==> config.mk <==
export PLATFORM = sky130hd
export DESIGN_NAME = id_operand_bypass
export DESIGN_NICKNAME = d
export VERILOG_FILES = /design/src/design/id_pkg.sv /design/src/design/id_operand_bypass.sv
export SDC_FILE = /design/constraint.sdc
export NUM_CORES = 1
export LEC_CHECK = 0
export BUFFER_PORTS_ARGS = -buffer_cell sky130_fd_sc_hd__buf_2
export CORE_AREA = 3 3 183 185
export DETAILED_ROUTE_END_ITERATION = 10
export DIE_AREA = 0 0 186 188
export GPL_ROUTABILITY_DRIVEN = 0
export SLEW_MARGIN = 15
export SYNTH_ARGS = -nofsm -noshare
export SYNTH_HDL_FRONTEND = slang
export SYNTH_SLANG_ARGS = --single-unit
export TNS_END_PERCENT = 30
==> constraint.sdc <==
create_clock -name vclk -period 1.5
set_clock_uncertainty 0.2 [all_clocks]
set_input_delay 0.075 -clock vclk [all_inputs]
set_output_delay 0.075 -clock vclk [all_outputs]
set_load 0.03 [all_outputs]
==> src/design/id_pkg.sv <==
// shared widths, opcodes, operation codes and instruction views for the decode stage
package id_pkg;

  localparam int XLEN       = 64;
  localparam int INST_W     = 32;
  localparam int REG_ADDR_W = 5;
  localparam int ALU_OP_W   = 4;
  localparam int MEM_OP_W   = 3; // funct3 of load/store

  localparam logic [ALU_OP_W-1:0] ALU_ADD  = 4'd0;
  localparam logic [ALU_OP_W-1:0] ALU_SUB  = 4'd1;
  localparam logic [ALU_OP_W-1:0] ALU_SLL  = 4'd2;
  localparam logic [ALU_OP_W-1:0] ALU_SLT  = 4'd3;
  localparam logic [ALU_OP_W-1:0] ALU_SLTU = 4'd4;
  localparam logic [ALU_OP_W-1:0] ALU_XOR  = 4'd5;
  localparam logic [ALU_OP_W-1:0] ALU_SRL  = 4'd6;
  localparam logic [ALU_OP_W-1:0] ALU_SRA  = 4'd7;
  localparam logic [ALU_OP_W-1:0] ALU_OR   = 4'd8;
  localparam logic [ALU_OP_W-1:0] ALU_AND  = 4'd9;
  localparam logic [ALU_OP_W-1:0] ALU_LUI  = 4'd10; // passes operand 2

  localparam logic [6:0] OPC_OP     = 7'b0110011;
  localparam logic [6:0] OPC_OP_IMM = 7'b0010011;
  localparam logic [6:0] OPC_LUI    = 7'b0110111;
  localparam logic [6:0] OPC_AUIPC  = 7'b0010111;
  localparam logic [6:0] OPC_JAL    = 7'b1101111;
  localparam logic [6:0] OPC_JALR   = 7'b1100111;
  localparam logic [6:0] OPC_BRANCH = 7'b1100011;
  localparam logic [6:0] OPC_LOAD   = 7'b0000011;
  localparam logic [6:0] OPC_STORE  = 7'b0100011;

  // addi x0, x0, 0
  localparam logic [INST_W-1:0] NOP_INST = 32'h00000013;

  // one instruction word, six format views
  typedef union packed {
    struct packed {
      logic [6:0] funct7;
      logic [4:0] rs2;
      logic [4:0] rs1;
      logic [2:0] funct3;
      logic [4:0] rd;
      logic [6:0] opcode;
    } r;
    struct packed {
      logic [11:0] imm;
      logic [4:0]  rs1;
      logic [2:0]  funct3;
      logic [4:0]  rd;
      logic [6:0]  opcode;
    } i;
    struct packed {
      logic [6:0] imm_hi;
      logic [4:0] rs2;
      logic [4:0] rs1;
      logic [2:0] funct3;
      logic [4:0] imm_lo;
      logic [6:0] opcode;
    } s;
    struct packed {
      logic       imm12;
      logic [5:0] imm10_5;
      logic [4:0] rs2;
      logic [4:0] rs1;
      logic [2:0] funct3;
      logic [3:0] imm4_1;
      logic       imm11;
      logic [6:0] opcode;
    } b;
    struct packed {
      logic [19:0] imm;
      logic [4:0]  rd;
      logic [6:0]  opcode;
    } u;
    struct packed {
      logic       imm20;
      logic [9:0] imm10_1;
      logic       imm11;
      logic [7:0] imm19_12;
      logic [4:0] rd;
      logic [6:0] opcode;
    } j;
  } inst_u;

endpackage

==> src/design/id_operand_bypass.sv <==
// operand forwarding from execute, memory and writeback with load-use and memory-hit flags
`timescale 1ns/1ps

module id_operand_bypass (
  input  logic [id_pkg::REG_ADDR_W-1:0]  i_rs1,
  input  logic [id_pkg::REG_ADDR_W-1:0]  i_rs2,
  input  logic [id_pkg::XLEN-1:0]        i_rf_rdata1,
  input  logic [id_pkg::XLEN-1:0]        i_rf_rdata2,
  input  logic                           i_es_load,
  input  logic [id_pkg::REG_ADDR_W-1:0]  i_es_rd,
  input  logic [id_pkg::XLEN-1:0]        i_es_result,
  input  logic [id_pkg::REG_ADDR_W-1:0]  i_ms_rd,
  input  logic [id_pkg::XLEN-1:0]        i_ms_result,
  input  logic [id_pkg::REG_ADDR_W-1:0]  i_ws_rd,
  input  logic [id_pkg::XLEN-1:0]        i_ws_result,
  output logic [id_pkg::XLEN-1:0]        o_rs1_data,
  output logic [id_pkg::XLEN-1:0]        o_rs2_data,
  output logic                           o_load_use_hit,
  output logic                           o_ms_hit
);

  logic es_m1, es_m2;
  logic ms_m1, ms_m2;
  logic ws_m1, ws_m2;

  // rd of zero means nothing to forward
  assign es_m1 = (i_es_rd != '0) && (i_es_rd == i_rs1);
  assign es_m2 = (i_es_rd != '0) && (i_es_rd == i_rs2);
  assign ms_m1 = (i_ms_rd != '0) && (i_ms_rd == i_rs1);
  assign ms_m2 = (i_ms_rd != '0) && (i_ms_rd == i_rs2);
  assign ws_m1 = (i_ws_rd != '0) && (i_ws_rd == i_rs1);
  assign ws_m2 = (i_ws_rd != '0) && (i_ws_rd == i_rs2);

  // youngest producer wins
  assign o_rs1_data = es_m1 ? i_es_result :
                      ms_m1 ? i_ms_result :
                      ws_m1 ? i_ws_result : i_rf_rdata1;
  assign o_rs2_data = es_m2 ? i_es_result :
                      ms_m2 ? i_ms_result :
                      ws_m2 ? i_ws_result : i_rf_rdata2;

  assign o_load_use_hit = i_es_load && (es_m1 || es_m2);
  assign o_ms_hit       = (ms_m1 && !es_m1) || (ms_m2 && !es_m2); // operand really taken from mem

endmodule

==> metrics <==
Most Used Layer, Global Route met2; simple-gate share of the synthesized area between 10% and 20%; final setup fails 130; yosys warns 0; Buf/Inv on CP 4; worst hold start i_es_result[59]; seq_cells 0; Cell Area, Synth approximately 4900 sq um; Post-DRT Antenna Nets 0; count of input and output buffers 476; mean area per synthesized cell 5.72 sq um; Remaining Overflow, GRT 0; CP arrival approximately 1.7 ns; P&R area growth vs syn 107%; CP most frequent cell buf_12; dominant cells by area after synthesis o221a_1 30%, nand2_1 15%, o21ai_1 14%, o21ai_0 12%, inv_1 9.9%; Worst path max stage delay 0.27 ns; share of cells above drive strength 1 52.9%; multiplexer share of the synthesized area 0%; Tmin final 1.93 ns; hpwl dp 25300 microns; fin area 10100 sq um; adder-cell share of the synthesized area 0%; worst path required time 1.22 ns; final max-slew violation count 0; Synth Area in Compound Gates between 50 and 60%; power density cells 404 nW/um^2; worst path cell trace buf_8, nor3_4, nand2_2, and4b_2, buf_12, buf_12, o221a_1, o21ai_4, buf_6; iteration-0 DRC count of the detailed router 825; RSZ-0062 raised after global routing yes; Fmax roughly 0.52 GHz; Die X 186 microns; Tot Pwr 0.00409 W; Slew @ Worst Pin ~0.39 ns; sequential share of the synthesized area 0%; Max Cap Viol 0; post-synth top area share 29.6%; first-pass GRT wire length 47100 microns; Max transition margin 73.9%; vias 8948; Post-Synth XOR/XNOR Area between 5 and 6%; GR Layer Usage met1 21.2%; Die Area 35000 sq um; Min-Delay Endpoint o_rs1_data[59]; GR Util met3 2.31%; worst-path maximum fanout 14; hold crit path type in2out; VDD IR max 193 uV; Setup WS post-layout -0.427 ns; Setup CP Type in2out; Crit path max-delay family buffers and inverters; initial core utilization 15.1%; drt pass-1 iters 7; Hold Buf Count CTS 0; area post-placement 8590 sq um; Fin Setup TNS -47.26 ns; startpoint types primary input; clock buf count 0; drt total wl 35500 microns; violated checks negative setup slack; Total GRT Usage 16.6%; Layout Utilization 31.4%; number of global-route vias before repair 8461; dpl ws -0.576 ns; Rows 66; post-synth top area cell o221a_1; Routed WL per cell 20.2 microns; number of remaining DRC errors 0; CP Capture Type output port; largest net degree at the start of global routing 68; met2 GRT Util about 30%; Hold Path Stages 4; Synth cell types 19; status finished, violations left; LEAKAGE 5.01 nW; Fin. Hold Viols 0; Synth Instances 852; num ports around 480; net total in the final layout 1697; Vias/cell 5.09; syn_nets 1198; Sequential Area 0 sq um; initial antenna violation count 2; Critical Path Slowest Stage Cell and4b_2; largest family of logic cells by synthesized area compound AO/OA/AOI/OAI gates; Std-Cell Core Area about 32000 sq um; Die H 188 microns; final period utilization 128%
-- timing repair --
action                                  CTS  global route
gates cloned                              1            13
pin swaps                                36            31
endpoints found under the hold margin     0             0
gates resized for setup                 200           159
endpoints found under the setup margin  130           130
buffers inserted                          7             5
-- worst min-delay path: stages --
cell     delay (ns)
buf_2          0.09
nand2_1        0.05
o21ai_2        0.06
buf_6          0.12
-- layout make-up --
| cell class | count | area [sq um] |
|---|---|---|
| timing repair buffer | 586 | 4350 |
| inverter | 128 | 480 |
| fill | 3476 | 22100 |
| antenna | 2 | 5.00 |
| tap | 408 | 510 |
| multi-input combinational | 635 | 4770 |
-- power breakdown --
| part | total [W] | leakage, nW | switching, W | internal, W |
|---|---|---|---|---|
| sequential | 0 | 0 | 0 | 0 |
| clock | 0.000000000178 | 0.0000127 | 0 | 0.000000000178 |
| combinational | 0.00409 | 5.01 | 0.00227 | 0.00182 |
-- synth_stat cells --
cell	n
nand2_1	197
o21ai_1	141
inv_1	128
o221a_1	128
o21ai_0	115
buf_2	49
clkbuf_1	26
xor2_1	16
xnor2_1	14
buf_6	8
nor3_1	7
buf_8	6
nand4_1	5
nor2_1	5
and4_1	2
and4b_1	2
a21boi_0	1
nand4_2	1
o22ai_1	1
-- metrics by stage --
stage / hold WS, ns / cells
detailed placement: 0.316 / 1731
global placement: 0.313 / 1731
floorplan: 0.117 / 852
global route: 0.302 / 1759
CTS: 0.294 / 1739
finish: 0.278 / 1759
-- layer usage --
metal	share of wire, %	wire length, microns
met2	49	17400
met4	2.6	925
met3	9.1	3220
met5	0	0
met1	39	13900
-- placed cells by master, fill, tap and decap left out, types with 2 or more instances in the layout --
master,Yosys,layout
o221a_1,128,112
clkbuf_16,0,8
buf_16,0,3
diode_2,0,2
xor2_1,16,12
nor2_1,5,3
xnor2_2,0,4
buf_2,49,349
nor3_2,0,5
o21ai_0,115,52
nand4_1,5,5
o21ai_4,0,39
o21ai_2,0,51
xnor2_1,14,10
xor2_2,0,4
nor2_2,0,2
o221a_4,0,16
nand2_1,197,196
inv_1,128,128
buf_4,0,116
buf_8,6,6
o21ai_1,141,114
buf_12,0,22
buf_6,8,82
-- cell families (layout without fill, tap and decap cells) --
group / after synthesis / count (layout)
compound gates: 386 / 386
xor+xnor: 30 / 30
buf+inv: 217 / 714
other cells: 0 / 2
simple gates: 219 / 219
-- worst max path at each step --
stage / slack, ns / to / depth (start not counted) / startpoint
6_report: -0.43 / o_rs2_data[39] / 9 / i_ws_rd[0]
5_1_grt: -0.50 / o_rs1_data[28] / 10 / i_ms_rd[2]
4_1_cts: -0.43 / o_rs1_data[28] / 9 / i_ms_rd[2]
3_5_place_dp: -0.58 / o_rs1_data[5] / 8 / i_ws_rd[3]
3_3_place_gp: -0.56 / o_rs1_data[5] / 8 / i_ws_rd[3]
2_1_floorplan: -0.24 / o_rs2_data[49] / 6 / i_ws_rd[0]
No activity file was read; power rests on OpenSTA's default activity.
