<file path="src/design/id_pkg.sv">
// shared widths, opcodes, operation codes and instruction views for the decode stage
package id_pkg;

  localparam int XLEN       = 64;
  localparam int INST_W     = 32;
  localparam int REG_ADDR_W = 5;
  localparam int ALU_OP_W   = 4;
  localparam int MEM_OP_W   = 3; // funct3 of load/store

  localparam logic [ALU_OP_W-1:0] ALU_ADD  = 4'd0;
  localparam logic [ALU_OP_W-1:0] ALU_SUB  = 4'd1;
  localparam logic [ALU_OP_W-1:0] ALU_SLL  = 4'd2;
  localparam logic [ALU_OP_W-1:0] ALU_SLT  = 4'd3;
  localparam logic [ALU_OP_W-1:0] ALU_SLTU = 4'd4;
  localparam logic [ALU_OP_W-1:0] ALU_XOR  = 4'd5;
  localparam logic [ALU_OP_W-1:0] ALU_SRL  = 4'd6;
  localparam logic [ALU_OP_W-1:0] ALU_SRA  = 4'd7;
  localparam logic [ALU_OP_W-1:0] ALU_OR   = 4'd8;
  localparam logic [ALU_OP_W-1:0] ALU_AND  = 4'd9;
  localparam logic [ALU_OP_W-1:0] ALU_LUI  = 4'd10; // passes operand 2

  localparam logic [6:0] OPC_OP     = 7'b0110011;
  localparam logic [6:0] OPC_OP_IMM = 7'b0010011;
  localparam logic [6:0] OPC_LUI    = 7'b0110111;
  localparam logic [6:0] OPC_AUIPC  = 7'b0010111;
  localparam logic [6:0] OPC_JAL    = 7'b1101111;
  localparam logic [6:0] OPC_JALR   = 7'b1100111;
  localparam logic [6:0] OPC_BRANCH = 7'b1100011;
  localparam logic [6:0] OPC_LOAD   = 7'b0000011;
  localparam logic [6:0] OPC_STORE  = 7'b0100011;

  // addi x0, x0, 0
  localparam logic [INST_W-1:0] NOP_INST = 32'h00000013;

  // one instruction word, six format views
  typedef union packed {
    struct packed {
      logic [6:0] funct7;
      logic [4:0] rs2;
      logic [4:0] rs1;
      logic [2:0] funct3;
      logic [4:0] rd;
      logic [6:0] opcode;
    } r;
    struct packed {
      logic [11:0] imm;
      logic [4:0]  rs1;
      logic [2:0]  funct3;
      logic [4:0]  rd;
      logic [6:0]  opcode;
    } i;
    struct packed {
      logic [6:0] imm_hi;
      logic [4:0] rs2;
      logic [4:0] rs1;
      logic [2:0] funct3;
      logic [4:0] imm_lo;
      logic [6:0] opcode;
    } s;
    struct packed {
      logic       imm12;
      logic [5:0] imm10_5;
      logic [4:0] rs2;
      logic [4:0] rs1;
      logic [2:0] funct3;
      logic [3:0] imm4_1;
      logic       imm11;
      logic [6:0] opcode;
    } b;
    struct packed {
      logic [19:0] imm;
      logic [4:0]  rd;
      logic [6:0]  opcode;
    } u;
    struct packed {
      logic       imm20;
      logic [9:0] imm10_1;
      logic       imm11;
      logic [7:0] imm19_12;
      logic [4:0] rd;
      logic [6:0] opcode;
    } j;
  } inst_u;

endpackage

</file>
<file path="src/design/id_branch_unit.sv">
// branch condition and jump target evaluation, resolved in decode
`timescale 1ns/1ps

module id_branch_unit (
  input  logic                    i_valid,
  input  logic [id_pkg::XLEN-1:0] i_pc,
  input  logic [id_pkg::XLEN-1:0] i_rs1_data,
  input  logic [id_pkg::XLEN-1:0] i_rs2_data,
  input  logic [id_pkg::XLEN-1:0] i_imm,
  input  logic                    i_br_en,
  input  logic [2:0]              i_br_func,
  input  logic                    i_jal,
  input  logic                    i_jalr,
  output logic                    o_br_taken,
  output logic [id_pkg::XLEN-1:0] o_br_target
);

  logic                    cond;
  logic [id_pkg::XLEN-1:0] jalr_sum;

  always_comb begin
    case (i_br_func)
      3'b000:  cond = (i_rs1_data == i_rs2_data);                 // beq
      3'b001:  cond = (i_rs1_data != i_rs2_data);                 // bne
      3'b100:  cond = ($signed(i_rs1_data) <  $signed(i_rs2_data)); // blt
      3'b101:  cond = ($signed(i_rs1_data) >= $signed(i_rs2_data)); // bge
      3'b110:  cond = (i_rs1_data <  i_rs2_data);                 // bltu
      3'b111:  cond = (i_rs1_data >= i_rs2_data);                 // bgeu
      default: cond = 1'b0;
    endcase
  end

  assign jalr_sum    = i_rs1_data + i_imm;
  assign o_br_taken  = i_valid && (i_jal || i_jalr || (i_br_en && cond));
  assign o_br_target = i_jalr ? {jalr_sum[id_pkg::XLEN-1:1], 1'b0} : i_pc + i_imm;

endmodule

</file>
<file path="config.mk">
export PLATFORM = sky130hd
export DESIGN_NAME = id_branch_unit
export DESIGN_NICKNAME = d
export VERILOG_FILES = /design/src/design/id_pkg.sv /design/src/design/id_branch_unit.sv
export SDC_FILE = /design/constraint.sdc
export NUM_CORES = 1
export LEC_CHECK = 0
export BUFFER_PORTS_ARGS = -buffer_cell sky130_fd_sc_hd__buf_2
export CORE_UTILIZATION = 45
export DETAILED_ROUTE_END_ITERATION = 12
export PLACE_DENSITY = 0.75
export SLEW_MARGIN = 20
export SYNTH_ARGS = -nofsm -noshare
export SYNTH_HDL_FRONTEND = slang
export SYNTH_SLANG_ARGS = --single-unit
</file>
<file path="constraint.sdc">
create_clock -name vclk -period 5.58
set_input_delay 0.558 -clock vclk [all_inputs]
set_output_delay 0.558 -clock vclk [all_outputs]
set_load 0.02 [all_outputs]
</file>
==> results of run 1 <==
-- cells in the final DEF, fill, tap and decap left out, drive strengths merged, types with 12 or more instances in the layout --
cell type  netlist  routed
a211oi          14      14
a21o           112     112
a21oi          193     193
a31oi           17      17
and3            12      12
buf              9     329
ha             189     189
inv            102     102
nand2          126     126
nand2b          13      13
nand3           30      30
nand4           43      43
nor2           108     108
nor2b           13      13
nor3            17      17
o21a            15      15
o21ai          108     108
o21bai          24      24
xnor2           65      65
xor2            49      49
-- logic make-up (layout without fill, tap and decap cells) --
logic type                 count (synthesis)  in the layout
muxes                                      9              9
adders and majority gates                191            191
buffers and inverters                    162            431
xor gates and xnor gates                 114            114
and+or+nand+nor                          414            414
AOI/OAI and AO/OA                        561            561
other                                      0              3
-- routing by layer --
| layer | vias to the layer above | part of all wire [%] | routed length, um |
|---|---|---|---|
| met5 | - | 0 | 0 |
| met3 | 70 | 6.8 | 2380 |
| met2 | 552 | 47 | 16400 |
| met1 | 5389 | 43 | 15200 |
| li1 | 5905 | - | - |
| met4 | 0 | 2.8 | 993 |
-- where the power goes --
group	leakage [nW]	internal [mW]	switching, mW
Combinational	6.12	0.598	0.894
Sequential	0	0	0
Clock	0.0000190	0.0000000720	0
-- tightest hold or removal path: cells and delay by family --
family,cells,cell delay (ns)
buffers and inverters,2,0.22
AOI/OAI and AO/OA,2,0.16
-- layout make-up --
type                       instances  area (sq um)
fill                            2151          9620
tap                              275           344
timing repair buffer             329          1650
antenna                            3          7.51
inverter                         102           383
multi-input combinational       1289          9150
-- stage by stage --
stage	utilization [%]	cell area, sq um
6_report	54.5	11500
3_3_place_gp	54.5	11500
2_1_floorplan	-	9770
4_1_cts	54.5	11500
3_5_place_dp	54.5	11500
5_1_grt	54.5	11500
-- worst paths after layout --
check,start,end
worst min-delay path,i_jal,o_br_taken
worst max-delay path,i_imm[0],o_br_target[48]
==> metrics.yaml, run 1 <==
status: "complete, no violations"
max-slew-margin-rel_pct: 51.9
p_per_area_nw_per_um2: 129
netlist_top_cells_area: "ha_1 (24%), a21oi_1 (9.9%), a21o_1 (8.6%)"
start_util_pct: 46.2
ctsResizeCount: 0
yosysMostFrequentCell: "a21oi_1"
synth.avg_cell_area_sq_um: 6.73
drc: 0
holdCritPathClass: "primary input to output pin"
fin_hold_ws_ns: 1.51
vias: 11900
synth_fa_ha_area_share_pct: 24.6
power.leakage_nw: 6.12
netlist_instances: 1451
worstSetupEndpointType: "output pin"
dpl.cell_count: 1995
postCtsSetupBuffers: 0
rsz0062_at_grt: "no"
vdd_drop_max_mv: 0.0886
core-area_sq_um: 21200
grt_max_degree: 66
syn_nets: 1905
setup_ws_ns: 0.548
slowest_delay_ns: 0.57
path_cells: "buf_2 > ha_1 > inv_1 > fa_1 > and2b_1 > o31ai_1 > a2111oi_4 > o2111ai_1 > a311o_1 > a21oi_1 > o21ai_0 > o21ai_0 > a31oi_1 > xor2_1 > o21ai_0 > buf_2"
critPathKind: "primary input to output pin"
ant_nets: 0
wl_um: 34900
use_met3_pct: 1.25
worstMarginPinSlew_ns: 0.703
layout.cells.non_filler: 1998
synth_top_area_share_pct: 24.2
gr-usage-all-layers_pct: 29.8
cts.hold.buffers_added: 0
grt-ovfl-total: 0
fin_setup_tns_ns: 0
drive_above_1_share_pct: 21.0
seq_cell_count: 0
fin_crit_ns: 5.03
synth.area.mux_share_pct: 0.960
critPathMostFrequentCell: "o21ai_0"
port_buffers: 328
top_usage_layer: "met2"
via_per_inst: 5.96
ys_types: 80
setup_viol: 0
synth_compound_area_share_pct: 36.9
path_depth: 16
drtIter0Drc: 787
first_global_vias: 11000
dp_slack_ns: 0.682
die_area_sq_um: 22300
drv_slew: 0
crit_slowest_cell: "o31ai_1"
grt_use_met1_pct: 39.3
synthSimpleGateAreaFrac_pct: 21.0
ios: 328
antenna_found_initial: 3
total_power_mw: 1.49
hold_depth: 4
areaGrowthSynthToFinish_pct: 18.1
ys_seq_area_share_pct: 0
arrival_ns: 4.47
fin_nets: 2176
synth_top_area_cell: "ha_1"
hpwl_um: 30500
crit_family: "compound AO/OA/AOI/OAI gates"
synth_xor_area_share_pct: 10.2
routabilityCongestion: 0.954
dr.pass1.iters: 6
synth_area_sq_um: 9770
synth_top_family_by_area: "compound AO/OA/AOI/OAI gates"
clock_buffers: 0
grtUsageMet2_pct: 52.0
path_buf_inv: 3
rows: 53
ys_warn_count: 0
die_h_um: 149
synth_common_cells: "a21oi_1 (193), ha_1 (189), nand2_1 (126)"
finalCritPeriodShare_pct: 90.2
timing.fmax_ghz: 0.199
grt_pass1_wl_um: 54000
crit_path_max_fanout: 3
required_ns: 5.02
maxCapViolations: 0
seqCellArea_sq_um: 0
die_w_um: 149
finalHoldViolCount: 0
routedWlPerCell_um: 17.5
start_kind: "primary input"
Power figures use the tool's default switching activity.
==> run 2, diff against run 1 <==
--- a/config.mk
+++ b/config.mk
@@ -9,7 +9,6 @@
 export CORE_UTILIZATION = 45
 export DETAILED_ROUTE_END_ITERATION = 12
 export PLACE_DENSITY = 0.75
-export SLEW_MARGIN = 20
 export SYNTH_ARGS = -nofsm -noshare
 export SYNTH_HDL_FRONTEND = slang
 export SYNTH_SLANG_ARGS = --single-unit
==> constraint.sdc (replaced) <==
create_clock -name vclk -period 5.15
set_input_delay 0.515 -clock vclk [all_inputs]
set_output_delay 0.515 -clock vclk [all_outputs]
set_load 0.02 [all_outputs]
==> run 2 against run 1 <==
Global-route usage grew 0.47 points. Hold slack worse by 0.061 ns. Critical path type unchanged. Setup slack worse by 0.17 ns. Routed wire length up 1.7%. Clock-buffer cell count did not move. Via count up 0.47%. Critical path depth up 2. Sequential share of layout area unchanged. Core utilization up 0.11 points. Sequential cell count unchanged.
==> metrics.yaml, run 2 (synthesized netlist as in run 1, its figures left out) <==
fin_crit_ns: 4.77
diodes: 0  # -3
critPathKind: "primary input to output pin"
n_fill_cell: 2155  # +0.19%
routedWlPerCell_um: 17.8  # +1.6%
dr.pass1.iters: 6  # unchanged
arrival_ns: 4.25  # -0.22 ns
wl_um: 35500  # +1.7%
die_w_um: 149  # unchanged
drtIter0Drc: 800  # +1.7%
first_global_vias: 11000  # +0.31%
finalHoldViolCount: 0  # unchanged
seq_cell_count: 0  # unchanged
crit_path_max_fanout: 3  # unchanged
worstMarginPinSlew_ns: 0.693  # -0.0102 ns
ctsResizeCount: 0  # unchanged
cts.hold.buffers_added: 0  # unchanged
port_buffers: 328  # unchanged
mostFrequentLayoutCell: "buf_2"
seqCellArea_sq_um: 0  # unchanged
antenna_found_initial: 0  # -3
start_util_pct: 46.2  # unchanged
die_h_um: 149  # unchanged
vdd_drop_max_mv: 0.112  # +26%
via_per_inst: 5.99  # +0.42%
grt-ovfl-total: 0  # unchanged
required_ns: 4.64  # -0.38 ns
fin_setup_tns_ns: 0  # unchanged
vias: 12000  # +0.47%
drv_slew: 0  # unchanged
drive_above_1_share_pct: 21.2  # +0.18 points
power.leakage_nw: 6.14  # +0.30%
grt_max_degree: 68  # +3.0%
routabilityCongestion: 0.945  # -0.96%
start_kind: "primary input"
ant_nets: 0  # unchanged
ios: 328  # unchanged
rows: 53  # unchanged
postCtsSetupBuffers: 0  # unchanged
maxCapViolations: 0  # unchanged
max-slew-margin-rel_pct: 52.6  # +0.70 points
layout_common_cells: "buf_2 (327), a21oi_1 (193), ha_1 (189), nand2_1 (126), a21o_1 (112)"
status: "complete, no violations"
final_util_pct: 54.6  # +0.11 points
holdCritPathClass: "primary input to output pin"
drc: 0  # unchanged
timing.fmax_ghz: 0.210
gr-usage-all-layers_pct: 30.3  # +0.47 points
hpwl_um: 31000  # +1.6%
finalCritPeriodShare_pct: 92.6
clock_buffers: 0  # unchanged
worstSetupEndpointType: "output pin"
grt_pass1_wl_um: 54700  # +1.3%
fin_nets: 2180  # +0.18%
areaGrowthSynthToFinish_pct: 18.3
p_per_area_nw_per_um2: 141  # +9.1%
die_area_sq_um: 22300  # unchanged
core-area_sq_um: 21200  # unchanged
rsz0062_at_grt: "no"
setup_viol: 0  # unchanged
## run 2: changes by cell type in the layout (fill, tap and decap cells not counted)
| cell | change |
|---|---|
| diode_2 | -3 |
| buf_4 | +4 |
## run 2: per-layer routing
metal | part of all wire (%) | GRT usage, % | vias to the layer above
li1 | - | - | 5923
met1 | 43 | 39.2 | 5417
met2 | 47 | 53.4 | 560
met3 | 7.2 | 2.14 | 72
met4 | 2.8 | 8.21 | 0
met5 | 0 | 0 | -
## run 2: final timing paths
kind | start | endpoint | cells past startpoint | slack, ns
worst min-delay path | i_jal | o_br_taken | 4 | 1.45
worst max-delay path | i_imm[0] | o_br_target[48] | 18 | 0.38
## run 2: final cells by class
cell class,count,area (sq um),area share [%]
inverters,102,383,3.31
repair buffers,333,1680,14.5
multi-input cells,1289,9150,79.2
well taps,275,344,2.98
## run 2: power breakdown
part / internal [mW] / switching, mW / total (mW)
Combinational: 0.653 / 0.978 / 1.63
Clock: 0 / 0 / 0
Sequential: 0 / 0 / 0
## run 2: stage by stage
stage | cell area [sq um] | hold slack [ns] | power, mW | worst slack [ns] | instances
5_1_grt | 11600 | 1.48 | 1.78 | 0.175 | 1999
3_3_place_gp | 11600 | 1.43 | 1.59 | 0.508 | 1999
3_5_place_dp | 11600 | 1.42 | 1.60 | 0.417 | 1999
2_1_floorplan | 9770 | 1.20 | 1.11 | 1.12 | 1451
6_report | 11600 | 1.45 | 1.63 | 0.381 | 1999
4_1_cts | 11600 | 1.44 | 1.61 | 0.401 | 1999
## run 2: worst max-delay path, stage by stage
cell	delay [ns]
buf_2	0.10
ha_1	0.19
inv_1	0.06
fa_1	0.39
and2b_1	0.24
o31ai_1	0.08
buf_4	0.16
a2111oi_4	0.37
o2111ai_1	0.19
a311o_1	0.42
a21oi_1	0.27
o21ai_0	0.13
buf_4	0.17
o21ai_0	0.20
a31oi_1	0.14
xor2_1	0.16
o21ai_0	0.24
buf_2	0.22
==> run 3, diff against run 2 <==
--- a/config.mk
+++ b/config.mk
@@ -5,10 +5,12 @@
 export SDC_FILE = /design/constraint.sdc
 export NUM_CORES = 1
 export LEC_CHECK = 0
+export ABC_AREA = 1
 export BUFFER_PORTS_ARGS = -buffer_cell sky130_fd_sc_hd__buf_2
 export CORE_UTILIZATION = 45
 export DETAILED_ROUTE_END_ITERATION = 12
-export PLACE_DENSITY = 0.75
+export PLACE_DENSITY = 0.73
+export SETUP_SLACK_MARGIN = 0.5
 export SYNTH_ARGS = -nofsm -noshare
 export SYNTH_HDL_FRONTEND = slang
 export SYNTH_SLANG_ARGS = --single-unit
==> constraint.sdc (replaced) <==
create_clock -name vclk -period 4.87
set_input_delay 0.487 -clock vclk [all_inputs]
set_output_delay 0.487 -clock vclk [all_outputs]
set_load 0.02 [all_outputs]
==> run 3 against run 2 <==
Combinational power is 13% higher. Largest cell class unchanged. Cell count is 33% higher. Clock-buffer cell count stayed put. Core utilization is 0.072 points higher. Highest routed layer is now met5.
==> metrics.yaml, run 3 <==
synth_top_area_share_pct: 21.6  # -2.6 points
grt_pass1_wl_um: 76800  # +40%
status: "complete, no violations"
dp_slack_ns: 1.32  # +0.905 ns
first_global_vias: 14100  # +29%
maxCapViolations: 0  # unchanged
core-area_sq_um: 23700  # +12%
vdd_drop_max_mv: 0.0741  # -34%
crit_path_max_fanout: 5  # +2
layout_common_cells: "nand2_1 (425), buf_2 (328), inv_1 (317), a21oi_1 (255), nor2_1 (252)"
die_w_um: 158  # +5.8%
areaGrowthSynthToFinish_pct: 18.3  # about the same
drv_slew: 0  # unchanged
ys_types: 52  # -35%
ctsResizeCount: 0  # unchanged
fin_crit_ns: 3.76
setup_ws_ns: 1.11  # +0.734 ns
netlist_top_cells_area: "ha_1 (22%), nand2_1 (15%), a21oi_1 (12%)"
mostFrequentLayoutCell: "nand2_1"
holdCritPathClass: "primary input to output pin"
synth_common_cells: "nand2_1 (425), inv_1 (317), a21oi_1 (255)"
fin_nets: 2788  # +28%
start_kind: "primary input"
seq_cell_count: 0  # unchanged
start_util_pct: 46.2  # about the same
grt-ovfl-total: 0  # unchanged
ys_warn_count: 0  # unchanged
ys_seq_area_share_pct: 0  # unchanged
rows: 56  # +5.7%
fin_setup_tns_ns: 0  # unchanged
netlist_instances: 2016  # +39%
clock_buffers: 0  # unchanged
synth_area_sq_um: 11000  # +12%
p_per_area_nw_per_um2: 142  # +0.44%
rsz0062_at_grt: "no"
grt_max_degree: 53  # -22%
seqCellArea_sq_um: 0  # unchanged
synth_top_area_cell: "ha_1"
holdPathEnd: "o_br_taken"
hpwl_um: 46500  # +50%
drive_above_1_share_pct: 17.1  # -4.1 points
dr.pass1.iters: 8  # +2
via_per_inst: 5.79  # -3.3%
hp-start: "i_valid"
wl_um: 52000  # +46%
worstSetupEndpointType: "output pin"
postCtsSetupBuffers: 0  # unchanged
synth.avg_cell_area_sq_um: 5.43  # -19%
power.leakage_nw: 6.87  # +12%
drtIter0Drc: 1551  # +94%
arrival_ns: 3.27  # -0.98 ns
syn_nets: 2470  # +30%
worstMarginPinSlew_ns: 0.741  # +0.0480 ns
timing.fmax_ghz: 0.266
vias: 15400  # +28%
finalHoldViolCount: 0  # unchanged
die_h_um: 158  # +5.8%
cts.hold.buffers_added: 0  # unchanged
finalCritPeriodShare_pct: 77.1
final_util_pct: 54.7  # +0.072 points
drc: 0  # unchanged
setup_viol: 0  # unchanged
antenna_found_initial: 4  # +4
routedWlPerCell_um: 19.6  # +10%
required_ns: 4.38  # -0.26 ns
port_buffers: 328  # unchanged
ant_nets: 0  # unchanged
max-slew-margin-rel_pct: 50.1  # -2.5 points
die_area_sq_um: 25000  # +12%
ios: 328  # unchanged
hold_depth: 4  # unchanged
critPathKind: "primary input to output pin"
yosysMostFrequentCell: "nand2_1"
routabilityCongestion: 1.09  # +16%
gr-usage-all-layers_pct: 40.6  # +10 points
==> run 3: changes by cell type after synthesis, sizes merged, moves of 54 or more <==
cell,previous run,this run
nand2,126,438
inv,102,325
nand3,30,84
a21oi,193,263
a21o,112,24
o21ai,108,220
xnor2,65,6
nor2,108,255
==> run 3: cells by family after synthesis <==
family / share of synthesized area [%]
multiplexers: 0.0914
adder cells (fa/ha/maj): 22.0
buffers and inverters: 11.7
AO/OA/AOI/OAI: 31.1
XOR/XNOR: 2.16
AND/OR/NAND/NOR: 33.1
==> run 3: final cells by class <==
| class | instances | area [sq um] |
|---|---|---|
| multi-input cells | 1677 | 9670 |
| fillers | 2688 | 10700 |
| repair buffers | 330 | 1660 |
| diodes | 4 | 10.0 |
| inverters | 325 | 1220 |
| well taps | 319 | 399 |
==> run 3: critical path: stages <==
cell and delay, ns:
buf_2 0.13, ha_1 0.36, a21oi_1 0.24, o21ai_0 0.24, a21oi_1 0.22, o21ai_2 0.14, a21oi_1 0.23, inv_1 0.08
a21oi_1 0.19, o21ai_0 0.10, a21oi_1 0.43, nor2_1 0.20, buf_2 0.20
==> run 3: routing by layer <==
layer	vias up	GRT usage (%)	routed length (um)
li1	7478	-	-
met1	7033	56.9	22800
met2	770	62.3	21800
met3	95	7.86	5680
met4	2	11.5	1660
met5	-	0	15
==> run 3: metrics by stage <==
stage | instances | hold WS, ns | area [sq um] | power [mW]
2_1_floorplan | 2016 | 1.09 | 11000 | 1.13
5_1_grt | 2654 | 1.32 | 13000 | 1.99
6_report | 2655 | 1.29 | 13000 | 1.84
3_5_place_dp | 2651 | 1.29 | 12900 | 1.77
4_1_cts | 2651 | 1.29 | 12900 | 1.78
3_3_place_gp | 2651 | 1.28 | 12900 | 1.76
==> run 3: worst max path at each step <==
stage / start / endpoint / cells past startpoint
after floorplan: i_pc[0] / o_br_target[36] / 16
after global routing: i_rs1_data[13] / o_br_target[38] / 13
after detailed placement: i_imm[0] / o_br_target[62] / 17
after global placement: i_rs1_data[0] / o_br_target[40] / 17
final: i_rs1_data[13] / o_br_target[38] / 13
after CTS: i_imm[0] / o_br_target[62] / 17
==> run 3: where the power goes <==
group / switching [mW] / internal (mW) / total [mW]
clock network: 0 / 0.0000000927 / 0.0000000927
registers: 0 / 0 / 0
logic: 1.24 / 0.599 / 1.84
total: 1.24 / 0.599 / 1.84
