==> src/design/id_pkg.sv <==
// shared widths, opcodes, operation codes and instruction views for the decode stage
package id_pkg;

  localparam int XLEN       = 64;
  localparam int INST_W     = 32;
  localparam int REG_ADDR_W = 5;
  localparam int ALU_OP_W   = 4;
  localparam int MEM_OP_W   = 3; // funct3 of load/store

  localparam logic [ALU_OP_W-1:0] ALU_ADD  = 4'd0;
  localparam logic [ALU_OP_W-1:0] ALU_SUB  = 4'd1;
  localparam logic [ALU_OP_W-1:0] ALU_SLL  = 4'd2;
  localparam logic [ALU_OP_W-1:0] ALU_SLT  = 4'd3;
  localparam logic [ALU_OP_W-1:0] ALU_SLTU = 4'd4;
  localparam logic [ALU_OP_W-1:0] ALU_XOR  = 4'd5;
  localparam logic [ALU_OP_W-1:0] ALU_SRL  = 4'd6;
  localparam logic [ALU_OP_W-1:0] ALU_SRA  = 4'd7;
  localparam logic [ALU_OP_W-1:0] ALU_OR   = 4'd8;
  localparam logic [ALU_OP_W-1:0] ALU_AND  = 4'd9;
  localparam logic [ALU_OP_W-1:0] ALU_LUI  = 4'd10; // passes operand 2

  localparam logic [6:0] OPC_OP     = 7'b0110011;
  localparam logic [6:0] OPC_OP_IMM = 7'b0010011;
  localparam logic [6:0] OPC_LUI    = 7'b0110111;
  localparam logic [6:0] OPC_AUIPC  = 7'b0010111;
  localparam logic [6:0] OPC_JAL    = 7'b1101111;
  localparam logic [6:0] OPC_JALR   = 7'b1100111;
  localparam logic [6:0] OPC_BRANCH = 7'b1100011;
  localparam logic [6:0] OPC_LOAD   = 7'b0000011;
  localparam logic [6:0] OPC_STORE  = 7'b0100011;

  // addi x0, x0, 0
  localparam logic [INST_W-1:0] NOP_INST = 32'h00000013;

  // one instruction word, six format views
  typedef union packed {
    struct packed {
      logic [6:0] funct7;
      logic [4:0] rs2;
      logic [4:0] rs1;
      logic [2:0] funct3;
      logic [4:0] rd;
      logic [6:0] opcode;
    } r;
    struct packed {
      logic [11:0] imm;
      logic [4:0]  rs1;
      logic [2:0]  funct3;
      logic [4:0]  rd;
      logic [6:0]  opcode;
    } i;
    struct packed {
      logic [6:0] imm_hi;
      logic [4:0] rs2;
      logic [4:0] rs1;
      logic [2:0] funct3;
      logic [4:0] imm_lo;
      logic [6:0] opcode;
    } s;
    struct packed {
      logic       imm12;
      logic [5:0] imm10_5;
      logic [4:0] rs2;
      logic [4:0] rs1;
      logic [2:0] funct3;
      logic [3:0] imm4_1;
      logic       imm11;
      logic [6:0] opcode;
    } b;
    struct packed {
      logic [19:0] imm;
      logic [4:0]  rd;
      logic [6:0]  opcode;
    } u;
    struct packed {
      logic       imm20;
      logic [9:0] imm10_1;
      logic       imm11;
      logic [7:0] imm19_12;
      logic [4:0] rd;
      logic [6:0] opcode;
    } j;
  } inst_u;

endpackage

==> src/design/id_decoder.sv <==
// combinational RV64I subset decoder, turns the held instruction into operand and control fields
`timescale 1ns/1ps

module id_decoder (
  input  id_pkg::inst_u                   i_inst,
  output logic [id_pkg::REG_ADDR_W-1:0]   o_rs1,
  output logic [id_pkg::REG_ADDR_W-1:0]   o_rs2,
  output logic [id_pkg::REG_ADDR_W-1:0]   o_rd,
  output logic [id_pkg::XLEN-1:0]         o_imm,
  output logic [id_pkg::ALU_OP_W-1:0]     o_alu_op,
  output logic                            o_alu_src1_pc,
  output logic                            o_alu_src2_imm,
  output logic                            o_gpr_wen,
  output logic                            o_mem_ren,
  output logic                            o_mem_wen,
  output logic [id_pkg::MEM_OP_W-1:0]     o_mem_op,
  output logic                            o_load_sel,
  output logic                            o_br_en,
  output logic [2:0]                      o_br_func,
  output logic                            o_jal,
  output logic                            o_jalr,
  output logic                            o_invalid_inst
);

  logic [id_pkg::XLEN-1:0] imm_i;
  logic [id_pkg::XLEN-1:0] imm_s;
  logic [id_pkg::XLEN-1:0] imm_b;
  logic [id_pkg::XLEN-1:0] imm_u;
  logic [id_pkg::XLEN-1:0] imm_j;
  logic                    sra_sel; // bit 30 selects sub/sra

  function automatic logic [id_pkg::ALU_OP_W-1:0] alu_decode(input logic [2:0] funct3,
                                                             input logic       alt);
    logic [id_pkg::ALU_OP_W-1:0] op;
    case (funct3)
      3'b000:  op = alt ? id_pkg::ALU_SUB : id_pkg::ALU_ADD;
      3'b001:  op = id_pkg::ALU_SLL;
      3'b010:  op = id_pkg::ALU_SLT;
      3'b011:  op = id_pkg::ALU_SLTU;
      3'b100:  op = id_pkg::ALU_XOR;
      3'b101:  op = alt ? id_pkg::ALU_SRA : id_pkg::ALU_SRL;
      3'b110:  op = id_pkg::ALU_OR;
      default: op = id_pkg::ALU_AND;
    endcase
    return op;
  endfunction

  assign imm_i = {{(id_pkg::XLEN-12){i_inst.i.imm[11]}}, i_inst.i.imm};
  assign imm_s = {{(id_pkg::XLEN-12){i_inst.s.imm_hi[6]}}, i_inst.s.imm_hi, i_inst.s.imm_lo};
  assign imm_b = {{(id_pkg::XLEN-12){i_inst.b.imm12}}, i_inst.b.imm11,
                  i_inst.b.imm10_5, i_inst.b.imm4_1, 1'b0};
  assign imm_u = {{(id_pkg::XLEN-32){i_inst.u.imm[19]}}, i_inst.u.imm, 12'b0};
  assign imm_j = {{(id_pkg::XLEN-20){i_inst.j.imm20}}, i_inst.j.imm19_12,
                  i_inst.j.imm11, i_inst.j.imm10_1, 1'b0};

  assign sra_sel   = i_inst.r.funct7[5];
  assign o_mem_op  = i_inst.s.funct3;
  assign o_br_func = i_inst.b.funct3;

  always_comb begin
    o_rs1          = '0; // unused indices stay x0, no false hazards
    o_rs2          = '0;
    o_rd           = '0;
    o_imm          = '0;
    o_alu_op       = id_pkg::ALU_ADD;
    o_alu_src1_pc  = 1'b0;
    o_alu_src2_imm = 1'b0;
    o_gpr_wen      = 1'b0;
    o_mem_ren      = 1'b0;
    o_mem_wen      = 1'b0;
    o_load_sel     = 1'b0;
    o_br_en        = 1'b0;
    o_jal          = 1'b0;
    o_jalr         = 1'b0;
    o_invalid_inst = 1'b0;
    case (i_inst.r.opcode)
      id_pkg::OPC_OP: begin
        o_rs1     = i_inst.r.rs1;
        o_rs2     = i_inst.r.rs2;
        o_rd      = i_inst.r.rd;
        o_alu_op  = alu_decode(i_inst.r.funct3, sra_sel);
        o_gpr_wen = 1'b1;
      end
      id_pkg::OPC_OP_IMM: begin
        o_rs1          = i_inst.i.rs1;
        o_rd           = i_inst.i.rd;
        o_imm          = imm_i;
        o_alu_op       = alu_decode(i_inst.i.funct3, (i_inst.i.funct3 == 3'b101) && sra_sel);
        o_alu_src2_imm = 1'b1;
        o_gpr_wen      = 1'b1;
      end
      id_pkg::OPC_LUI: begin
        o_rd           = i_inst.u.rd;
        o_imm          = imm_u;
        o_alu_op       = id_pkg::ALU_LUI;
        o_alu_src2_imm = 1'b1;
        o_gpr_wen      = 1'b1;
      end
      id_pkg::OPC_AUIPC: begin
        o_rd           = i_inst.u.rd;
        o_imm          = imm_u;
        o_alu_src1_pc  = 1'b1;
        o_alu_src2_imm = 1'b1;
        o_gpr_wen      = 1'b1;
      end
      id_pkg::OPC_JAL: begin
        o_rd          = i_inst.j.rd;
        o_imm         = imm_j;
        o_alu_src1_pc = 1'b1; // link is pc + 4, formed in execute
        o_gpr_wen     = 1'b1;
        o_jal         = 1'b1;
      end
      id_pkg::OPC_JALR: begin
        o_rs1         = i_inst.i.rs1;
        o_rd          = i_inst.i.rd;
        o_imm         = imm_i;
        o_alu_src1_pc = 1'b1;
        o_gpr_wen     = 1'b1;
        o_jalr        = 1'b1;
      end
      id_pkg::OPC_BRANCH: begin
        o_rs1   = i_inst.b.rs1;
        o_rs2   = i_inst.b.rs2;
        o_imm   = imm_b;
        o_br_en = 1'b1;
      end
      id_pkg::OPC_LOAD: begin
        o_rs1          = i_inst.i.rs1;
        o_rd           = i_inst.i.rd;
        o_imm          = imm_i;
        o_alu_src2_imm = 1'b1; // address = rs1 + imm
        o_gpr_wen      = 1'b1;
        o_mem_ren      = 1'b1;
        o_load_sel     = 1'b1;
      end
      id_pkg::OPC_STORE: begin
        o_rs1          = i_inst.s.rs1;
        o_rs2          = i_inst.s.rs2;
        o_imm          = imm_s;
        o_alu_src2_imm = 1'b1;
        o_mem_wen      = 1'b1;
      end
      default: o_invalid_inst = 1'b1;
    endcase
  end

endmodule

==> config.mk <==
export PLATFORM = sky130hd
export DESIGN_NAME = id_decoder
export DESIGN_NICKNAME = d
export VERILOG_FILES = /design/src/design/id_pkg.sv /design/src/design/id_decoder.sv
export SDC_FILE = /design/constraint.sdc
export NUM_CORES = 1
export LEC_CHECK = 0
export BUFFER_PORTS_ARGS = -buffer_cell sky130_fd_sc_hd__buf_2
export CORE_MARGIN = 4
export CORE_UTILIZATION = 30
export DETAILED_ROUTE_END_ITERATION = 6
export PLACE_DENSITY = 0.79
export SYNTH_ARGS = -nofsm -noshare
export SYNTH_HDL_FRONTEND = slang
export SYNTH_SLANG_ARGS = --single-unit
==> constraint.sdc <==
create_clock -name vclk -period 2.9
set_input_delay 0.58 -clock vclk [all_inputs]
set_output_delay 0.58 -clock vclk [all_outputs]
set_load 0.02 [all_outputs]
==> metrics.txt, run 1 <==
vias per inst=4.93; Post-synth top cells=buf_4 (39), inv_1 (13), o22ai_1 (11); routed wire length=~3.9 mm; Reg power frac=0%; NumNets Final=between 200 and 300; status=complete, no violations; Psw=between 0.1 and 0.15 mW; Die H=between 60 and 70 µm; first-pass GRT wire length=roughly 6.1 mm; crit-path max FO=16; # Post-CTS Setup Buffers=0; Non-Filler Instances=305; launch point of the critical path=i_inst[2]; layout cell share with drive strength beyond 1=a little under three fifths; Initial DRT Pass Iterations=5; ANT nets after route=0; power after layout=about 0.17 mW; Slew Limit Fails=0; num ports=between 100 and 150; critical path arrival=2.02 ns; FFs & Latches=0; critical path class=primary input to primary output; Hold Path Depth=2; Peak Freq=~380 MHz; Die ar.=approximately 5000 µm²; Clk pwr share=0%; wire per inst=approximately 13 µm; Synth cell types=44; Worst Hold Class=primary input to primary output; DR DRC count=0; CP required=~2.3 ns; VDD IR-drop max=roughly 0.053 mV; clk_buf instances=0; chip width=69.8 µm; Sequential cell area=0 µm²; First DRT Iteration DRCs=between 80 and 90; global placement routability congestion=about 0.86; Synthesized Nets=~210; Mapped Area=about 1100 µm²; post-CTS resize count=0; min Tclk post-route=about 2.6 ns; pin count of the biggest net entering global routing=34; area grow syn2layout=33.2%; RSZ-0062 raised after global routing=no; Antenna Diode Count=0; post-synth top area share=around a quarter; gr usage total=14.1%; Rows=22; Switching Share=about two thirds; power per cell area=approximately 110 nW/µm²; top-count cell post-synth=buf_4; main area contributors after synthesis=buf_4 (26%), a21o_1 (6.6%), o22ai_1 (6.0%); Avg Synthesized Cell Area=~6.6 µm²; internal power=0.0614 mW; Max Cap Violations=0; sequential area share after synthesis=0%; core footprint=3660 µm²; Slew @ Worst Pin=between 0.7 and 0.8 ns; Yosys Warn Count=0; routed vias=roughly 1500; initial antenna violation count=0; Cells after Synth=174; Leakage=1.02 nW; crit start category=primary input; Hold Buf Count CTS=0; Crit. End Element=primary output; vias in the first global route=about 1300; placed cells=just over 300; Hold Path Origin=i_inst[12]; port bufs=~130; Combinational Power Share=100.0%; fin crit share=between 80 and 90%; total grt overflow=0; cell taking the most area after synthesis=buf_4; setup TNS=0 ns; Initial Util=between 30% and 40%; setup violators final=0; final hold violations=0; Final HPWL DP=roughly 3.2 mm; slew margin rel.=a little under half
[final cells by class]
class | count | area [µm²]
inverters | 13 | 48.8
multi-input cells | 111 | 746
repair buffers | 133 | 671
fillers | 417 | 2140
well taps | 48 | 60.1
[routing by layer]
metal	track usage (%)	part of all wire, %	vias up
met1	18.3	43	667
met2	26.0	46	93
met5	0	0	-
met4	0.213	0	0
li1	-	-	743
met3	1.88	11	0
[power by group through the flow]
| stage | Clock [mW] | Sequential, mW | Combinational [mW] |
|---|---|---|---|
| finish | 0 | 0 | 0.174 |
| floorplan | 0 | 0 | 0.127 |
| detailed placement | 0 | 0 | 0.175 |
| global placement | 0 | 0 | 0.173 |
| CTS | 0 | 0 | 0.175 |
| global route | 0 | 0 | 0.189 |
[through the flow]
| stage | worst slack (ns) | utilization, % | area (µm²) | hold slack, ns |
|---|---|---|---|---|
| 3_5_place_dp | 0.293 | 41.7 | 1530 | 1.46 |
| 6_report | 0.302 | 41.7 | 1530 | 1.46 |
| 4_1_cts | 0.295 | 41.7 | 1530 | 1.46 |
| 2_1_floorplan | 0.244 | - | 1150 | 1.27 |
| 3_3_place_gp | 0.340 | 41.7 | 1530 | 1.46 |
| 5_1_grt | 0.179 | 41.7 | 1530 | 1.48 |
[cells by family (layout without fill, tap and decap cells)]
kind of cell	after synthesis	count (layout)	share of synthesized area, %
muxes	2	2	1.86
and+or+nand+nor	60	60	32.0
buffers and inverters	63	146	35.0
AOI/OAI and AO/OA	49	49	31.1
[worst max-delay path, cell delays in order]
cell and delay [ns]:
buf_2 0.24, inv_1 0.14, o211ai_1 0.66, o22ai_1 0.20
buf_2 0.19
[cells in the final DEF (no fill, tap or decap), types with 3 or more instances in the layout]
master	synthesis	routed
nand2_1	6	6
o22ai_1	11	11
nor2_1	8	8
nor3b_1	7	7
o21ai_0	3	3
buf_2	8	131
and2_1	10	10
a22o_1	5	5
a21oi_1	7	7
inv_1	13	13
a21o_1	10	9
nor3_1	9	9
[final timing paths]
check,slack [ns],endpoint
worst min-delay path,1.46,o_br_func[0]
worst max-delay path,0.30,o_imm[26]
Note: power is estimated with default switching activity, not from simulation.
==> inputs of run 2 (changes only) <==
Settings changed: ABC_AREA from default to 1, CELL_PAD_IN_SITES_DETAIL_PLACEMENT from default to 0, CELL_PAD_IN_SITES_GLOBAL_PLACEMENT from default to 1, CORE_UTILIZATION 30 to 20, PLACE_DENSITY 0.79 to 0.89.
==> metrics.txt, run 2 <==
min Tclk post-route=2.61 ns (+0.0133 ns); total grt overflow=0 (unchanged); DR DRC count=0 (unchanged); Die ar.=7050 µm² (+45%); Hold Path Origin=i_inst[12]; Die H=83.9 µm (+20%); placed cells=376 (+23%); area grow syn2layout=38.0%; Post-synth top cells=nand2_1 (50), buf_4 (39), nor2_1 (28); status=complete, no violations; Rows=27 (+23%); Synthesized Nets=246 (+19%); largest family of logic cells by synthesized area=simple AND/OR/NAND/NOR gates; Yosys Warn Count=0 (unchanged); most used cells in the layout excluding fill and tap cells=buf_2 (131), nand2_1 (50), nor2_1 (28); Cells after Synth=214 (+23%); RSZ-0062 raised after global routing=no; Peak Freq=383 MHz (-0.51%); initial antenna violation count=0 (unchanged); main area contributors after synthesis=buf_4 (25%), nand2_1 (16%), nand3_1 (10%); sequential area share after synthesis=0% (unchanged); Mapped Area=1150 µm² (+0.76%); Final HPWL DP=3.59 mm (+11%); slew margin rel.=73.4% (+26 points); port bufs=131 (unchanged); pin count of the biggest net entering global routing=34 (unchanged); Buf/Inv on CP=4 (+1); layout cell share with drive strength beyond 1=50.7% (-5.0 points); cell mode on critical path=nand2_2; Antenna Diode Count=0 (unchanged); Leakage=1.23 nW (+20%); routed wire length=4.24 mm (+8.3%); setup TNS=0 ns (unchanged); CP max stage cell=buf_4; delay-heaviest family, CP=simple AND/OR/NAND/NOR gates; adder-cell share of the synthesized area=0% (unchanged); NumNets Final=338 (+16%); Worst Hold Class=primary input to primary output; First DRT Iteration DRCs=34 (-59%); setup violators final=0 (unchanged); crit-path max FO=12 (-4); Max Cap Violations=0 (unchanged); CP cell instances=buf_2, nand2_2, inv_1, nand2_2, nor2_1, nor2_1, nand2_1, nand2_2, buf_4, nand3_1, buf_2; Avg Synthesized Cell Area=5.39 µm² (-18%); VDD IR-drop max=0.0395 mV (-25%); routed vias=1521 (+1.2%); wire per inst=11.3 µm (-12%); num ports=131 (unchanged); Hold Path Depth=2 (unchanged); max incr delay on CP=0.23 ns (-0.43 ns); # Post-CTS Setup Buffers=0 (unchanged); leading cell type in the layout, fill and taps excluded=buf_2; critical path class=primary input to primary output; ANT nets after route=0 (unchanged); critical path arrival=2.03 ns (about the same); CP required=2.32 ns (about the same); Slew Limit Fails=0 (unchanged); Synth Area in Compound Gates=12.0% (-19 points); post-synth top area share=25.4% (-0.19 points); Synth cell types=25 (-43%); global placement routability congestion=0.867 (+1.0%); clk_buf instances=0 (unchanged); Initial Util=20.8% (-10 points); crit start category=primary input; vias in the first global route=1375 (+2.3%); FFs & Latches=0 (unchanged); top-count cell post-synth=nand2_1; power after layout=0.153 mW (-12%); simple-gate share of the synthesized area=48.8% (+17 points); Crit. End Element=primary output; chip width=83.9 µm (+20%); first-pass GRT wire length=6.47 mm (+5.4%); cell taking the most area after synthesis=buf_4; fin crit share=90.0% (+0.46 points); power per cell area=95.8 nW/µm² (-16%); post-synthesis mux area share=0% (-1.9 points); vias per inst=4.05 (-18%); Sequential cell area=0 µm² (unchanged); core footprint=5540 µm² (+51%); final hold violations=0 (unchanged); gr usage total=10.7% (-3.4 points); Non-Filler Instances=376 (+23%); hold worst-path end=o_mem_op[0]; Slew @ Worst Pin=0.398 ns (-0.388 ns); Synth Area in XOR/XNOR=0% (unchanged); Initial DRT Pass Iterations=4 (-1)
[run 2: cell count changes in the layout (fill, tap and decap cells not counted), moves of 5 or more]
cell	delta
inv_1	+11
a22o_1	-5
nor3_1	-8
a21oi_1	-7
nor2_1	+20
a21boi_0	+6
o22ai_1	-11
and2_1	-10
nor3b_1	-7
a21o_1	-9
nand3_1	+21
nand2_1	+44
inv_2	+5
[run 2: through the flow]
stage               hold WS (ns)  worst slack [ns]  util [%]  area, µm²
floorplan                   1.27             0.189         -       1160
global placement            1.44             0.215      28.6       1580
detailed placement          1.45             0.137      28.6       1580
CTS                         1.45             0.133      28.6       1580
global route                1.45            0.0883      28.7       1590
finish                      1.44             0.289      28.7       1590
[run 2: power by group]
group	internal, mW	switching [mW]	leakage [nW]
registers	0	0	0
logic	0.0514	0.101	1.23
clock network	0	0	0
total	0.0514	0.101	1.23
[run 2: worst max path at each step]
stage,startpoint,end,slack (ns),cells past startpoint
2_1_floorplan,i_inst[1],o_imm[32],0.19,9
3_3_place_gp,i_inst[1],o_imm[37],0.22,10
3_5_place_dp,i_inst[1],o_imm[48],0.14,10
4_1_cts,i_inst[1],o_imm[48],0.13,10
5_1_grt,i_inst[1],o_imm[52],0.09,10
6_report,i_inst[1],o_imm[21],0.29,11
[run 2: layout make-up]
type	instances	area, µm²
fillers	642	3950
inverters	29	109
multi-input cells	141	714
well taps	72	90.1
repair buffers	134	678
[run 2: what timing repair did]
item | in CTS | in global routing
gates resized for setup | 0 | 1
hold buffers | 0 | 0
endpoints found under the setup margin | 0 | 33
[run 2: cells by family after synthesis]
logic type | after synthesis
simple gates | 120
buf+inv | 73
compound gates | 21
[run 2: per-layer routing]
layer | global-route usage [%] | part of all wire, %
met3 | 2.37 | 11
met1 | 12.8 | 42
met5 | 0 | 0
met2 | 20.2 | 47
met4 | 0.439 | 0.50
==> inputs of run 3 (changes only) <==
Settings changed: GPL_TIMING_DRIVEN from default to 0, SETUP_SLACK_MARGIN from default to 0.4.
==> metrics.txt, run 3 (same netlist as run 2, synthesis figures left out) <==
status=complete, no violations; vias per inst=4.13 (+2.1%); num ports=131 (unchanged); slew margin rel.=67.9% (-5.5 points); leading cell type in the layout, fill and taps excluded=buf_2; global placement routability congestion=0.836 (-3.6%); gr usage total=12.7% (+2.0 points); routed vias=1755 (+15%); fin crit share=85.4% (-4.6 points); Rows=27 (unchanged); ANT nets after route=0 (unchanged); wire per inst=12.0 µm (+6.5%); min Tclk post-route=2.48 ns (-0.134 ns); chip width=83.9 µm (unchanged); final hold violations=0 (unchanged); Peak Freq=404 MHz (+5.4%); Antenna Diode Count=0 (unchanged); total grt overflow=0 (unchanged); port bufs=131 (unchanged); Slew Limit Fails=0 (unchanged); layout cell share with drive strength beyond 1=60.6% (+10 points); setup violators final=0 (unchanged); hold worst-path end=o_rs1[2]; FFs & Latches=0 (unchanged); routed wire length=5.10 mm (+20%); Final HPWL DP=4.10 mm (+14%); Crit. End Element=primary output; Hold Path Origin=i_inst[17]; core footprint=5540 µm² (unchanged); first-pass GRT wire length=7.70 mm (+19%); DR DRC count=0 (unchanged); CP required=2.32 ns (about the same); VDD IR-drop max=0.0360 mV (-8.9%); pin count of the biggest net entering global routing=17 (-50%); Die ar.=7050 µm² (unchanged); most used cells in the layout excluding fill and tap cells=buf_2 (131), nand2_1 (46), buf_4 (43); Worst Hold Class=primary input to primary output; crit start category=primary input; Slew @ Worst Pin=0.480 ns (+0.0818 ns); Leakage=1.57 nW (+28%); First DRT Iteration DRCs=39 (+15%); critical path class=primary input to primary output; RSZ-0062 raised after global routing=yes; area grow syn2layout=81.3%; Initial Util=20.8% (unchanged); Sequential cell area=0 µm² (unchanged); power after layout=0.189 mW (+24%); power per cell area=90.5 nW/µm² (-5.6%); NumNets Final=387 (+14%); critical path arrival=1.90 ns (-0.13 ns); Die H=83.9 µm (unchanged); clk_buf instances=0 (unchanged); crit-path max FO=7 (-5); Initial DRT Pass Iterations=4 (unchanged); initial antenna violation count=0 (unchanged); Hold Path Depth=4 (+2); setup TNS=0 ns (unchanged); vias in the first global route=1580 (+15%); Max Cap Violations=0 (unchanged)
run 3: worst max path at each step:
stage	startpoint	endpoint	cells past startpoint
6_report	i_inst[1]	o_invalid_inst	10
5_1_grt	i_inst[1]	o_invalid_inst	10
4_1_cts	i_inst[1]	o_imm[43]	11
3_5_place_dp	i_inst[1]	o_imm[55]	11
3_3_place_gp	i_inst[1]	o_imm[49]	11
2_1_floorplan	i_inst[1]	o_imm[32]	9
run 3: cell type report:
type               count  area (µm²)
fillers              634        3450
multi-input cells    145         860
repair buffers       135         688
plain buffers         44         343
inverters             29         111
well taps             72        90.1
run 3: stage by stage:
stage / util, % / setup WS [ns] / hold slack (ns) / cell area, µm² / instances
finish: 37.8 / 0.423 / 1.48 / 2090 / 425
global route: 37.8 / 0.333 / 1.50 / 2090 / 425
CTS: 35.2 / 0.347 / 1.49 / 1950 / 419
detailed placement: 34.6 / 0.175 / 1.48 / 1910 / 417
global placement: 34.6 / 0.208 / 1.48 / 1910 / 417
floorplan: - / 0.487 / 1.27 / 1170 / 214
run 3: where the power goes:
part | internal, mW | switching, mW | total [mW]
Combinational | 0.0746 | 0.115 | 0.189
Clock | 0 | 0 | 0
Sequential | 0 | 0 | 0
run 3: per-layer routing:
layer  global-route usage [%]  vias to the layer above  wire length (µm)
li1                         -                      925                 -
met1                     16.8                      748              2210
met2                     22.2                       82              2410
met3                     2.67                        0               476
met4                    0.439                        0                 0
met5                        0                        -                 0
run 3: timing repair:
| item | 4_1_cts | 5_1_grt |
|---|---|---|
| hold buffers | 0 | 0 |
| gates cloned | 2 | 2 |
| setup endpoints to repair | 33 | 56 |
| gates resized for setup | 3 | 23 |
| buffers inserted | 0 | 4 |
| pin swaps | 1 | 6 |
| hold endpoints to repair | 0 | 0 |
run 3: critical path, cell delays in order:
cell and delay (ns):
buf_2 0.11, nand2_4 0.07, inv_2 0.06, nand2_4 0.11, buf_4 0.13, nor2_4 0.06
nor2_1 0.36, inv_1 0.09, nor2_1 0.14, buf_2 0.18
